`config.mk`:
```
export PLATFORM = sky130hd
export DESIGN_NAME = adder_top
export DESIGN_NICKNAME = d
export VERILOG_FILES = /design/src/source/adder_pkg.sv /design/src/source/op_pkg.sv /design/src/source/prefix_adder_64.sv /design/src/source/operand_stage.sv /design/src/source/result_fifo.sv /design/src/source/flag_unit.sv /design/src/source/adder_top.sv
export SDC_FILE = /design/constraint.sdc
export NUM_CORES = 1
export LEC_CHECK = 0
export BUFFER_PORTS_ARGS = -buffer_cell sky130_fd_sc_hd__buf_2
export CORE_ASPECT_RATIO = 0.7
export CORE_UTILIZATION = 40
export CTS_BUF_LIST = sky130_fd_sc_hd__clkbuf_8
export CTS_CLUSTER_SIZE = 8
export DETAILED_ROUTE_END_ITERATION = 8
export PLACE_DENSITY = 0.57
export REMOVE_ABC_BUFFERS = 1
export SETUP_SLACK_MARGIN = 0.02
export SLEW_MARGIN = 20
export SYNTH_ARGS = -nofsm -noshare
export SYNTH_HDL_FRONTEND = slang
export SYNTH_SLANG_ARGS = --single-unit
```
`constraint.sdc`:
```
create_clock -name clk -period 6.2 [get_ports clk]
set_clock_uncertainty 0.2 [all_clocks]
set_input_delay 0.62 -clock clk [delete_from_list [all_inputs] [get_ports clk]]
set_output_delay 0.62 -clock clk [all_outputs]
set_load 0.05 [all_outputs]
```
`src/source/adder_pkg.sv`:
```
// Sizes for the 64-bit add unit; the FIFO pointer logic relies on fifo_depth being a power of two
`default_nettype none

package adder_pkg;

   localparam int word_width  = 64;
   localparam int fifo_depth  = 4;
   localparam int ptr_width   = 2;  // Log2 of fifo_depth
   localparam int count_width = 3;  // Holds 0 to fifo_depth

   // Result entry layout, sum in the low word
   localparam int entry_carry_bit  = word_width;
   localparam int entry_sign_a_bit = word_width + 1;
   localparam int entry_sign_b_bit = word_width + 2;  // Sign of b after conditioning
   localparam int entry_width      = word_width + 3;

endpackage

`default_nettype wire

```
`src/source/op_pkg.sv`:
```
// Opcode encoding of the add unit; code 3 is unused and the operand stage treats it as add
`default_nettype none

package op_pkg;

   localparam int op_width = 2;

   typedef enum logic [op_width-1:0] {
      op_add  = 2'd0,  // Plain sum, carry-in forced low
      op_sub  = 2'd1,  // Two's complement through inverted b and carry-in high
      op_addc = 2'd2   // Sum with the external carry_in
   } alu_op_e;

endpackage

`default_nettype wire

```
`src/source/prefix_adder_64.sv`:
```
// Purely combinational Brent-Kung adder; the whole carry tree settles in one cycle with no pipelining
`timescale 1ns/100ps
`default_nettype none

module prefix_adder_64 import adder_pkg::*; (
   input  wire logic [word_width-1:0] a,
   input  wire logic [word_width-1:0] b,
   input  wire logic                  cin,
   output logic      [word_width-1:0] sum,
   output logic                       cout
);

   localparam int levels = 6;  // Log2 of the word width

   wire [word_width-1:0] p;
   wire [word_width-1:0] g;
   wire [word_width-1:0] up_g [0:levels];  // Group generate after each up-sweep level
   wire [word_width-1:0] up_p [0:levels];
   wire [word_width-1:0] dn_g [0:levels-1];  // Carries after each down-sweep level

   assign p = a ^ b;
   assign g = a & b;

   // Position 0 of the tree is the carry-in, so position i covers bits below i
   assign up_g[0] = {g[word_width-2:0], cin};
   assign up_p[0] = {p[word_width-2:0], 1'b0};

   for (genvar lv = 1; lv <= levels; lv++) begin : g_up
      for (genvar i = 0; i < word_width; i++) begin : g_bit
         if ((i + 1) % (1 << lv) == 0) begin : g_node
            assign up_g[lv][i] = up_g[lv-1][i] |
                                 (up_p[lv-1][i] & up_g[lv-1][i - (1 << (lv - 1))]);
            assign up_p[lv][i] = up_p[lv-1][i] & up_p[lv-1][i - (1 << (lv - 1))];
         end else begin : g_pass
            assign up_g[lv][i] = up_g[lv-1][i];
            assign up_p[lv][i] = up_p[lv-1][i];
         end
      end
   end

   // Powers of two minus one already hold full prefixes after the up-sweep
   assign dn_g[levels-1] = up_g[levels];

   for (genvar lv = levels - 1; lv >= 1; lv--) begin : g_down
      for (genvar i = 0; i < word_width; i++) begin : g_bit
         if ((i >= (1 << lv)) && ((i + 1) % (1 << lv) == (1 << (lv - 1)))) begin : g_node
            // Left neighbour is a complete prefix by now
            assign dn_g[lv-1][i] = dn_g[lv][i] |
                                   (up_p[levels][i] & dn_g[lv][i - (1 << (lv - 1))]);
         end else begin : g_pass
            assign dn_g[lv-1][i] = dn_g[lv][i];
         end
      end
   end

   assign sum  = p ^ dn_g[0];
   assign cout = g[word_width-1] | (p[word_width-1] & dn_g[0][word_width-1]);

endmodule

`default_nettype wire

```
`src/source/operand_stage.sv`:
```
// Requests are strobes with no handshake; a request refused for lack of space is dropped, not held
`timescale 1ns/100ps
`default_nettype none

module operand_stage import adder_pkg::*; import op_pkg::*; (
   input  wire logic                  clk,
   input  wire logic                  reset,
   input  wire logic                  in_strobe,
   input  wire alu_op_e               op,
   input  wire logic [word_width-1:0] a,
   input  wire logic [word_width-1:0] b,
   input  wire logic                  carry_in,
   input  wire logic                  full,
   input  wire logic                  almost_full,
   output logic                       push,
   output logic                       lost,
   output logic      [word_width-1:0] op_a,
   output logic      [word_width-1:0] op_b,
   output logic                       op_cin
);

   logic accept;

   // A pending push already owns one of the free slots
   assign accept = in_strobe && !full && !(push && almost_full);

   always_ff @(posedge clk) begin
      if (reset) begin
         push <= 1'b0;
         lost <= 1'b0;
      end else begin
         push <= accept;
         lost <= in_strobe && !accept;  // One-cycle pulse per dropped request
      end
   end

   always_ff @(posedge clk) begin
      if (accept) begin
         op_a <= a;
         case (op)
            op_sub: begin
               op_b   <= ~b;
               op_cin <= 1'b1;
            end
            op_addc: begin
               op_b   <= b;
               op_cin <= carry_in;
            end
            default: begin  // Unused code behaves as add
               op_b   <= b;
               op_cin <= 1'b0;
            end
         endcase
      end
   end

endmodule

`default_nettype wire

```
`src/source/result_fifo.sv`:
```
// Four-entry FIFO with fall-through head; push when full or pop when empty is not guarded here
`timescale 1ns/100ps
`default_nettype none

module result_fifo import adder_pkg::*; (
   input  wire logic                   clk,
   input  wire logic                   reset,
   input  wire logic                   push,
   input  wire logic [entry_width-1:0] wr_data,
   input  wire logic                   pop,
   output logic      [entry_width-1:0] head_data,
   output logic                        empty,
   output logic                        full,
   output logic                        almost_full
);

   logic [entry_width-1:0] mem [0:fifo_depth-1];
   logic [ptr_width-1:0]   wr_ptr;
   logic [ptr_width-1:0]   rd_ptr;
   logic [count_width-1:0] count;

   always_ff @(posedge clk) begin
      if (reset) begin
         wr_ptr <= '0;
         rd_ptr <= '0;
         count  <= '0;
      end else begin
         if (push) begin
            wr_ptr <= wr_ptr + 1'b1;  // Wraps at the depth
         end
         if (pop) begin
            rd_ptr <= rd_ptr + 1'b1;
         end
         case ({push, pop})
            2'b10:   count <= count + 1'b1;
            2'b01:   count <= count - 1'b1;
            default: count <= count;  // Both or neither leave the fill level alone
         endcase
      end
   end

   always_ff @(posedge clk) begin
      if (push) begin
         mem[wr_ptr] <= wr_data;
      end
   end

   assign head_data   = mem[rd_ptr];  // Oldest entry is visible without a read cycle
   assign empty       = (count == '0);
   assign full        = (count == count_width'(fifo_depth));
   assign almost_full = (count >= count_width'(fifo_depth - 1));

endmodule

`default_nettype wire

```
`src/source/flag_unit.sv`:
```
// A take while the FIFO is empty is ignored; outputs keep the last result until the next pop
`timescale 1ns/100ps
`default_nettype none

module flag_unit import adder_pkg::*; (
   input  wire logic                   clk,
   input  wire logic                   reset,
   input  wire logic                   take,
   input  wire logic                   empty,
   input  wire logic [entry_width-1:0] head_data,
   output logic                        pop,
   output logic                        out_strobe,
   output logic      [word_width-1:0]  sum,
   output logic                        carry,
   output logic                        zero,
   output logic                        negative,
   output logic                        overflow
);

   logic [word_width-1:0] head_sum;
   logic                  sign_a;
   logic                  sign_b;

   assign pop      = take && !empty;
   assign head_sum = head_data[word_width-1:0];
   assign sign_a   = head_data[entry_sign_a_bit];
   assign sign_b   = head_data[entry_sign_b_bit];

   always_ff @(posedge clk) begin
      if (reset) begin
         out_strobe <= 1'b0;
         sum        <= '0;
         carry      <= 1'b0;
         zero       <= 1'b0;
         negative   <= 1'b0;
         overflow   <= 1'b0;
      end else begin
         out_strobe <= pop;
         if (pop) begin
            sum      <= head_sum;
            carry    <= head_data[entry_carry_bit];
            zero     <= ~|head_sum;
            negative <= head_sum[word_width-1];
            // Like-signed inputs giving an opposite-signed sum
            overflow <= (sign_a == sign_b) && (sign_a != head_sum[word_width-1]);
         end
      end
   end

endmodule

`default_nettype wire

```
`src/source/adder_top.sv`:
```
// Results come out in request order, one per take; a request is dropped and flagged on lost when the FIFO has no room
`timescale 1ns/100ps
`default_nettype none

module adder_top import adder_pkg::*; import op_pkg::*; (
   input  wire logic                  clk,
   input  wire logic                  reset,
   input  wire logic                  in_strobe,
   input  wire alu_op_e               op,
   input  wire logic [word_width-1:0] a,
   input  wire logic [word_width-1:0] b,
   input  wire logic                  carry_in,
   input  wire logic                  take,
   output logic                       lost,
   output logic                       full,
   output logic                       out_strobe,
   output logic      [word_width-1:0] sum,
   output logic                       carry,
   output logic                       zero,
   output logic                       negative,
   output logic                       overflow
);

   wire                   push;
   wire                   pop;
   wire                   empty;
   wire                   almost_full;
   wire [word_width-1:0]  op_a;
   wire [word_width-1:0]  op_b;
   wire                   op_cin;
   wire [word_width-1:0]  sum_raw;
   wire                   cout_raw;
   wire [entry_width-1:0] wr_data;
   wire [entry_width-1:0] head_data;

   operand_stage u_operand_stage (
      .clk, .reset, .in_strobe, .op, .a, .b, .carry_in, .full, .almost_full,
      .push, .lost, .op_a, .op_b, .op_cin
   );

   prefix_adder_64 u_prefix_adder (
      .a(op_a), .b(op_b), .cin(op_cin), .sum(sum_raw), .cout(cout_raw)
   );

   // Signs travel with the sum so the overflow flag can be formed at the output
   assign wr_data[word_width-1:0]  = sum_raw;
   assign wr_data[entry_carry_bit]  = cout_raw;
   assign wr_data[entry_sign_a_bit] = op_a[word_width-1];
   assign wr_data[entry_sign_b_bit] = op_b[word_width-1];

   result_fifo u_result_fifo (
      .clk, .reset, .push, .wr_data, .pop, .head_data, .empty, .full, .almost_full
   );

   flag_unit u_flag_unit (
      .clk, .reset, .take, .empty, .head_data,
      .pop, .out_strobe, .sum, .carry, .zero, .negative, .overflow
   );

endmodule

`default_nettype wire

```
==> flow_metrics.tcl, run 1 <==
set metrics [dict create \
    whs_ns 0.0959 \
    internal_power_mw 6.37 \
    slew_headroom_pct 35.7 \
    crit_path_start_kind "flop" \
    max_freq_ghz 0.226 \
    power_mw 9.56 \
    violations "DRC" \
    track_usage_pct 17.8 \
    post-route-period-util_pct 71.3 \
    root_buffer "clkbuf_8" \
    reg2reg_to "u_result_fifo.mem[1][63]" \
    totalWireLength_microns 44100 \
    final.min_clock_period_ns 4.42 \
    async_flop_share_pct 0 \
    yosysMostFrequentCell "edfxtp_1" \
    cts_max_level 3 \
    fill_cells 4262 \
    overflow 0 \
    boundaryPins 206 \
    dieHeight_microns 189 \
    tightestPinTransition_ns 0.964 \
    required_ns 6.34 \
    layout.nets 1810 \
    cpMaxStageDelayCell "a2111oi_0" \
    clkPwrFrac_pct 25.8 \
    io_buffer_count 205 \
    wl_per_cell_microns 19.3 \
    p_leak_nw 9.01 \
    hold_path_depth 2 \
    cp-end-kind "flop" \
    path_class "flop to flop" \
    vias 11200 \
    grt_pass1_vias 11600 \
    cp.arrival_ns 4.56 \
    placementRows 68 \
    finalHoldViolations 0 \
    antenna_cells 0 \
    final_layout_size_suffix_gt1_share_pct 24.1 \
    setup_viol 0 \
    path_common_cell "o21ai_0" \
    synth_top_area_share_pct 59.8 \
    p_sw_mw 3.19 \
    cts.clk_slew.worst_paths_ns 0.06 \
    ys_warn_count 0 \
    ys_ff_latch 476 \
    startpoint "u_operand_stage.op_a[11]" \
    slew_viol_final 0 \
    cts_max_path_buffers 3 \
    dp_hpwl_microns 29200 \
    rsz0062_at_grt "no" \
    cp_num_cells 12 \
    yosys-top-cells-count "edfxtp_1 (397), nand2_1 (152), a21oi_1 (98), xor2_1 (83), dfxtp_1 (79)" \
    antenna_found_initial 0 \
    switching_share_pct 33.3 \
    synth_top_area_cell "edfxtp_1" \
    worstPathBufferInverterCount 1 \
    r2r_slack_ns 1.78 \
    cts.sinks 476 \
    grt_max_degree 79 \
    drc 1 \
    synth_edf_count 397 \
    worstReg2RegStart "u_operand_stage.op_a[11]" \
    max_stage_delay_ns 0.53 \
    worst-r2r-cell-count 12 \
    syn_area_per_cell_sq_um 15.8 \
    cts_setup_buffers 0 \
    ys.flop_type "edfxtp_1" \
    grt_pass1_wl_microns 67100 \
    drv_cap 0 \
    yosysSeqAreaShare_pct 67.8 \
    critPathMaxFanout 4 \
    critical_path.endpoint "u_result_fifo.mem[1][63]" \
    p_comb_share_pct 28.0 \
    postRouteAntennaNets 0 \
    die_w_microns 269 \
    worstPathCellList "ha_1, nand4_1, a2111oi_0, o211ai_1, a211oi_1, o21ai_0, a21o_1, o21ai_0, o41a_1, a31oi_1, fa_1, inv_1" \
    start_util_pct 40.4 \
    first_pass_iters 7 \
    cts_inserted_buffers 76 \
    crit_family "compound AO/OA/AOI/OAI gates" \
    ir_drop_v 0.000354 \
    place.gp.congestion 0.749 \
    syn_inst 1258 \
    areaGrowthSynthToFinish_pct 19.2 \
    min_path_type "input pin to flop" \
    synth_area_leaders "edfxtp_1 (60%), dfxtp_1 (7.9%), mux4_2 (7.3%)" \
    netlist_area_sq_um 19900 \
    synth_cell_type_count 50 \
    status "finished with violations" \
    tritoncts "yes" \
    viasPerCell 4.88 \
    powerDensity_nw_per_um2 403 \
    die-area_sq_um 50700 \
    core_area_sq_um 49300 \
    clk_latency_ns 0.62 \
    drtIter0Drc 615 \
    seq_power_share_pct 46.3 \
]
## layout make-up
type                            instances  area (sq um)  area share [%]
Clock inverter                         47           200           0.843
Clock buffer                           86          1180            4.99
Inverter                               70           263            1.11
Multi-Input combinational cell        666          5970            25.2
Tap cell                              665           832            3.50
Timing Repair Buffer                  282          1780            7.48
Sequential cell                       476         13500            56.9
## cell families after synthesis
group	count (synthesis)	synth area share, %
xor gates and xnor gates	100	4.40
DFF	476	67.8
muxes	68	7.66
adders and majority gates	103	7.75
buffers and inverters	116	2.42
AOI/OAI and AO/OA	163	4.76
and+or+nand+nor	232	5.22
## routing by layer
layer	GRT usage [%]	vias to the layer above	wire length, microns
met5	0	-	0
met1	24.9	5607	20700
li1	-	5292	-
met3	3.80	63	1970
met4	4.98	0	804
met2	28.2	232	20700
## through the flow
stage	area [sq um]	cells	utilization [%]	setup WS [ns]	TNS, ns
final	23700	2292	48.2	1.78	0
after global routing	23700	2292	48.2	1.39	0
after CTS	23700	2292	48.2	1.77	0
after detailed placement	21700	2095	44.1	1.81	0
after global placement	21700	2095	44.1	1.94	0
after floorplan	19700	1212	-	-1.19	-20.10
## sequential cells by signal, indices dropped and copies added (netlist names), 2 cells and up, named ones only
name / flops
u_result_fifo.wr_ptr: 2
u_operand_stage.op_b: 64
u_result_fifo.mem: 268
u_operand_stage.op_a: 64
u_result_fifo.count: 3
u_result_fifo.rd_ptr: 2
u_flag_unit.sum: 64
## worst min-delay path by stage
| stage | from | to | slack (ns) |
|---|---|---|---|
| after global routing | b[19] | u_operand_stage.op_b[19] | 0.04 |
| after CTS | b[18] | u_operand_stage.op_b[18] | 0.03 |
| after floorplan | u_result_fifo.count[2] | u_result_fifo.count[2] | 0.27 |
| final | in_strobe | u_operand_stage.lost | 0.1 |
| after global placement | u_flag_unit.sum[26] | u_flag_unit.sum[26] | 0.24 |
| after detailed placement | u_flag_unit.sum[27] | u_flag_unit.sum[27] | 0.24 |
## power by group through the flow
stage | clock network [mW] | logic (mW) | registers [mW]
after floorplan | 0 | 1.43 | 4.87
after global placement | 0 | 2.63 | 4.49
after detailed placement | 0 | 2.67 | 4.50
after CTS | 2.57 | 2.71 | 4.44
after global routing | 2.70 | 2.92 | 4.48
final | 2.46 | 2.68 | 4.42
## cells in the final DEF, fill, tap and decap left out, types with 5 or more instances in the layout
master	n
buf_4	12
o21bai_1	5
xnor2_1	17
o21ai_0	16
xor2_1	83
clkbuf_8	86
fa_1	34
buf_2	205
mux4_2	65
dlygate4sd3_1	64
clkinv_1	9
nor2_1	21
a21o_1	24
dfxtp_1	77
inv_1	100
a21oi_1	98
and2_4	5
nand4_1	11
ha_1	68
nor4_1	13
edfxtp_1	397
nand2b_1	5
nand2_1	152
## repair_timing
item / CTS / global route
hold buffers: 64 / 0
resized for setup: 0 / 0
endpoints found under the hold margin: 64 / 0
(Power assumes the default switching activity.)
==> run 2, diff against run 1 <==
clock period = 4.41 ns   (was 6.2 ns; I/O delays follow)
==> run 2 against run 1 <==
The flow still finishes with violations (DRC). First-iteration DRC count down 0.49%. Critical path depth increased by 1. Sequential power up 40%. Sequential share of layout area shrank 1.9 points. Critical endpoint unchanged. Final cell count increased by 3.7%. Clock power is 41% higher. Worst setup slack lost 1.6 ns. Hold slack better by 0.039 ns. Register-to-register slack worse by 1.6 ns. Fmax increased by 5.7%.
==> flow_metrics.tcl, run 2 (synthesis results as in run 1) <==
set metrics [dict create \
    status "finished with violations" \
    violations "DRC" \
    cp-end-kind "flop" \
    io_buffer_count 205 \
    layout.nets 1892 \
    post-route-period-util_pct 94.8 \
    final.min_clock_period_ns 4.18 \
    boundaryPins 206 \
    max_freq_ghz 0.239 \
    vias 11500 \
    clkPwrFrac_pct 25.6 \
    top_register "u_result_fifo.mem" \
    cpMaxStageDelayCell "a221oi_1" \
    start_util_pct 40.4 \
    placementRows 68 \
    layout_common_cells "edfxtp_1 (397), buf_2 (204), nand2_1 (152)" \
    setup_viol 0 \
    cts.sinks 476 \
    final_common_cell "edfxtp_1" \
    worstPathCellList "ha_1, a21o_1, a21o_1, a221oi_1, o21ai_1, o21ai_0, buf_4, a21o_1, o21ai_0, o41a_1, a31oi_1, fa_1, inv_1" \
    root_buffer "clkbuf_8" \
    postRouteAntennaNets 0 \
    path_class "flop to flop" \
    internal_power_mw 9.05 \
    slew_headroom_pct 37.4 \
    place.gp.congestion 0.825 \
    cts_inserted_buffers 77 \
    dieHeight_microns 189 \
    placed_cell_area_sq_um 21900 \
    first_pass_iters 8 \
    setup_tns_ns 0 \
    p_leak_nw 9.40 \
    areaGrowthSynthToFinish_pct 23.3 \
    rsz0062_at_grt "no" \
    cts_max_path_buffers 3 \
    path_common_cell "a21o_1" \
    antenna_cells 0 \
    grt_pass1_vias 12000 \
    critPathMaxFanout 4 \
    slew_viol_final 0 \
    clk_latency_ns 0.64 \
    stdcell_area_sq_um 24600 \
    finalHoldViolations 0 \
    tritoncts "yes" \
    cts_max_level 3 \
    largest_reg_flops 268 \
    crit_path_start_kind "flop" \
    cp.arrival_ns 4.45 \
    ir_drop_v 0.000355 \
    viasPerCell 4.83 \
    drtIter0Drc 612 \
    powerDensity_nw_per_um2 553 \
    switching_share_pct 33.4 \
    track_usage_pct 18.2 \
    die-area_sq_um 50700 \
    grt_max_degree 130 \
    required_ns 4.68 \
    cts.clk_slew.worst_paths_ns 0.06 \
    min_path_type "input pin to flop" \
    overflow 0 \
    fill_cells 4285 \
    seq_power_share_pct 45.4 \
    p_comb_share_pct 29.0 \
    p_sw_mw 4.53 \
    core_area_sq_um 49300 \
    drv_cap 0 \
    die_w_microns 269 \
    max_stage_delay_ns 0.45 \
    wl_per_cell_microns 18.9 \
    grt_pass1_wl_microns 68600 \
    final_layout_size_suffix_gt1_share_pct 23.8 \
    tightestPinTransition_ns 0.939 \
    totalWireLength_microns 44900 \
    dp_hpwl_microns 29300 \
    drc 1 \
    antenna_found_initial 0 \
]
[run 2: final timing paths]
check / from / end / slack [ns] / cells after the start
min reg2reg: u_flag_unit.sum[25] / u_flag_unit.sum[25] / 0.25 / 2
max reg2reg: u_operand_stage.op_a[28] / u_result_fifo.mem[1][63] / 0.23 / 13
max: u_operand_stage.op_a[28] / u_result_fifo.mem[1][63] / 0.23 / 13
min: reset / u_flag_unit.sum[24] / 0.13 / 2
[run 2: area by class of cell]
cell class	count	area, sq um	area share [%]
tap	665	832	3.39
timing repair buffer	363	2590	10.6
multi-input combinational	666	5980	24.3
sequential	476	13500	55.0
clock inverter	52	220	0.896
clock buffer	85	1170	4.76
inverter	70	263	1.07
[run 2: power groups by stage]
stage | logic (mW) | registers, mW | clock network [mW]
after floorplan | 2.00 | 6.84 | 0
after global placement | 3.85 | 6.25 | 0
after detailed placement | 3.89 | 6.27 | 0
after CTS | 3.99 | 6.18 | 3.59
after global routing | 4.32 | 6.23 | 3.78
final | 3.93 | 6.17 | 3.48
[run 2: routing by layer]
layer  routed length, microns  part of all wire [%]  up-vias  GRT usage (%)
li1                         -                     -     5460              -
met1                    20800                    46     5733           25.0
met2                    21100                    47      227           29.0
met3                     2200                   4.9       57           4.01
met4                      712                   1.6        0           5.35
met5                        0                     0        -              0
[run 2: metrics by stage]
step | std cells | hold slack [ns] | worst slack, ns | utilization (%) | power (mW)
6_report | 2377 | 0.135 | 0.228 | 49.9 | 13.6
2_1_floorplan | 1212 | 0.274 | -2.98 | - | 8.85
5_1_grt | 2377 | 0.127 | 0.0552 | 49.9 | 14.3
3_5_place_dp | 2109 | 0.244 | 0.0843 | 44.4 | 10.2
4_1_cts | 2377 | 0.0922 | 0.0595 | 49.9 | 13.8
3_3_place_gp | 2109 | 0.239 | 0.170 | 44.4 | 10.1
[run 2: what timing repair did]
item | CTS | global route
endpoints found under the setup margin | 0 | 16
resized for setup | 0 | 3
hold buffers | 131 | 0
buffers inserted | 0 | 0
hold endpoints to repair | 131 | 0
[run 2: worst max-delay path, delay by kind of cell (launching register included)]
kind	cells	cell delay, ns
AOI/OAI and AO/OA	9	2.38
adders and majority gates	2	0.81
DFF	1	0.36
buffers and inverters	2	0.25
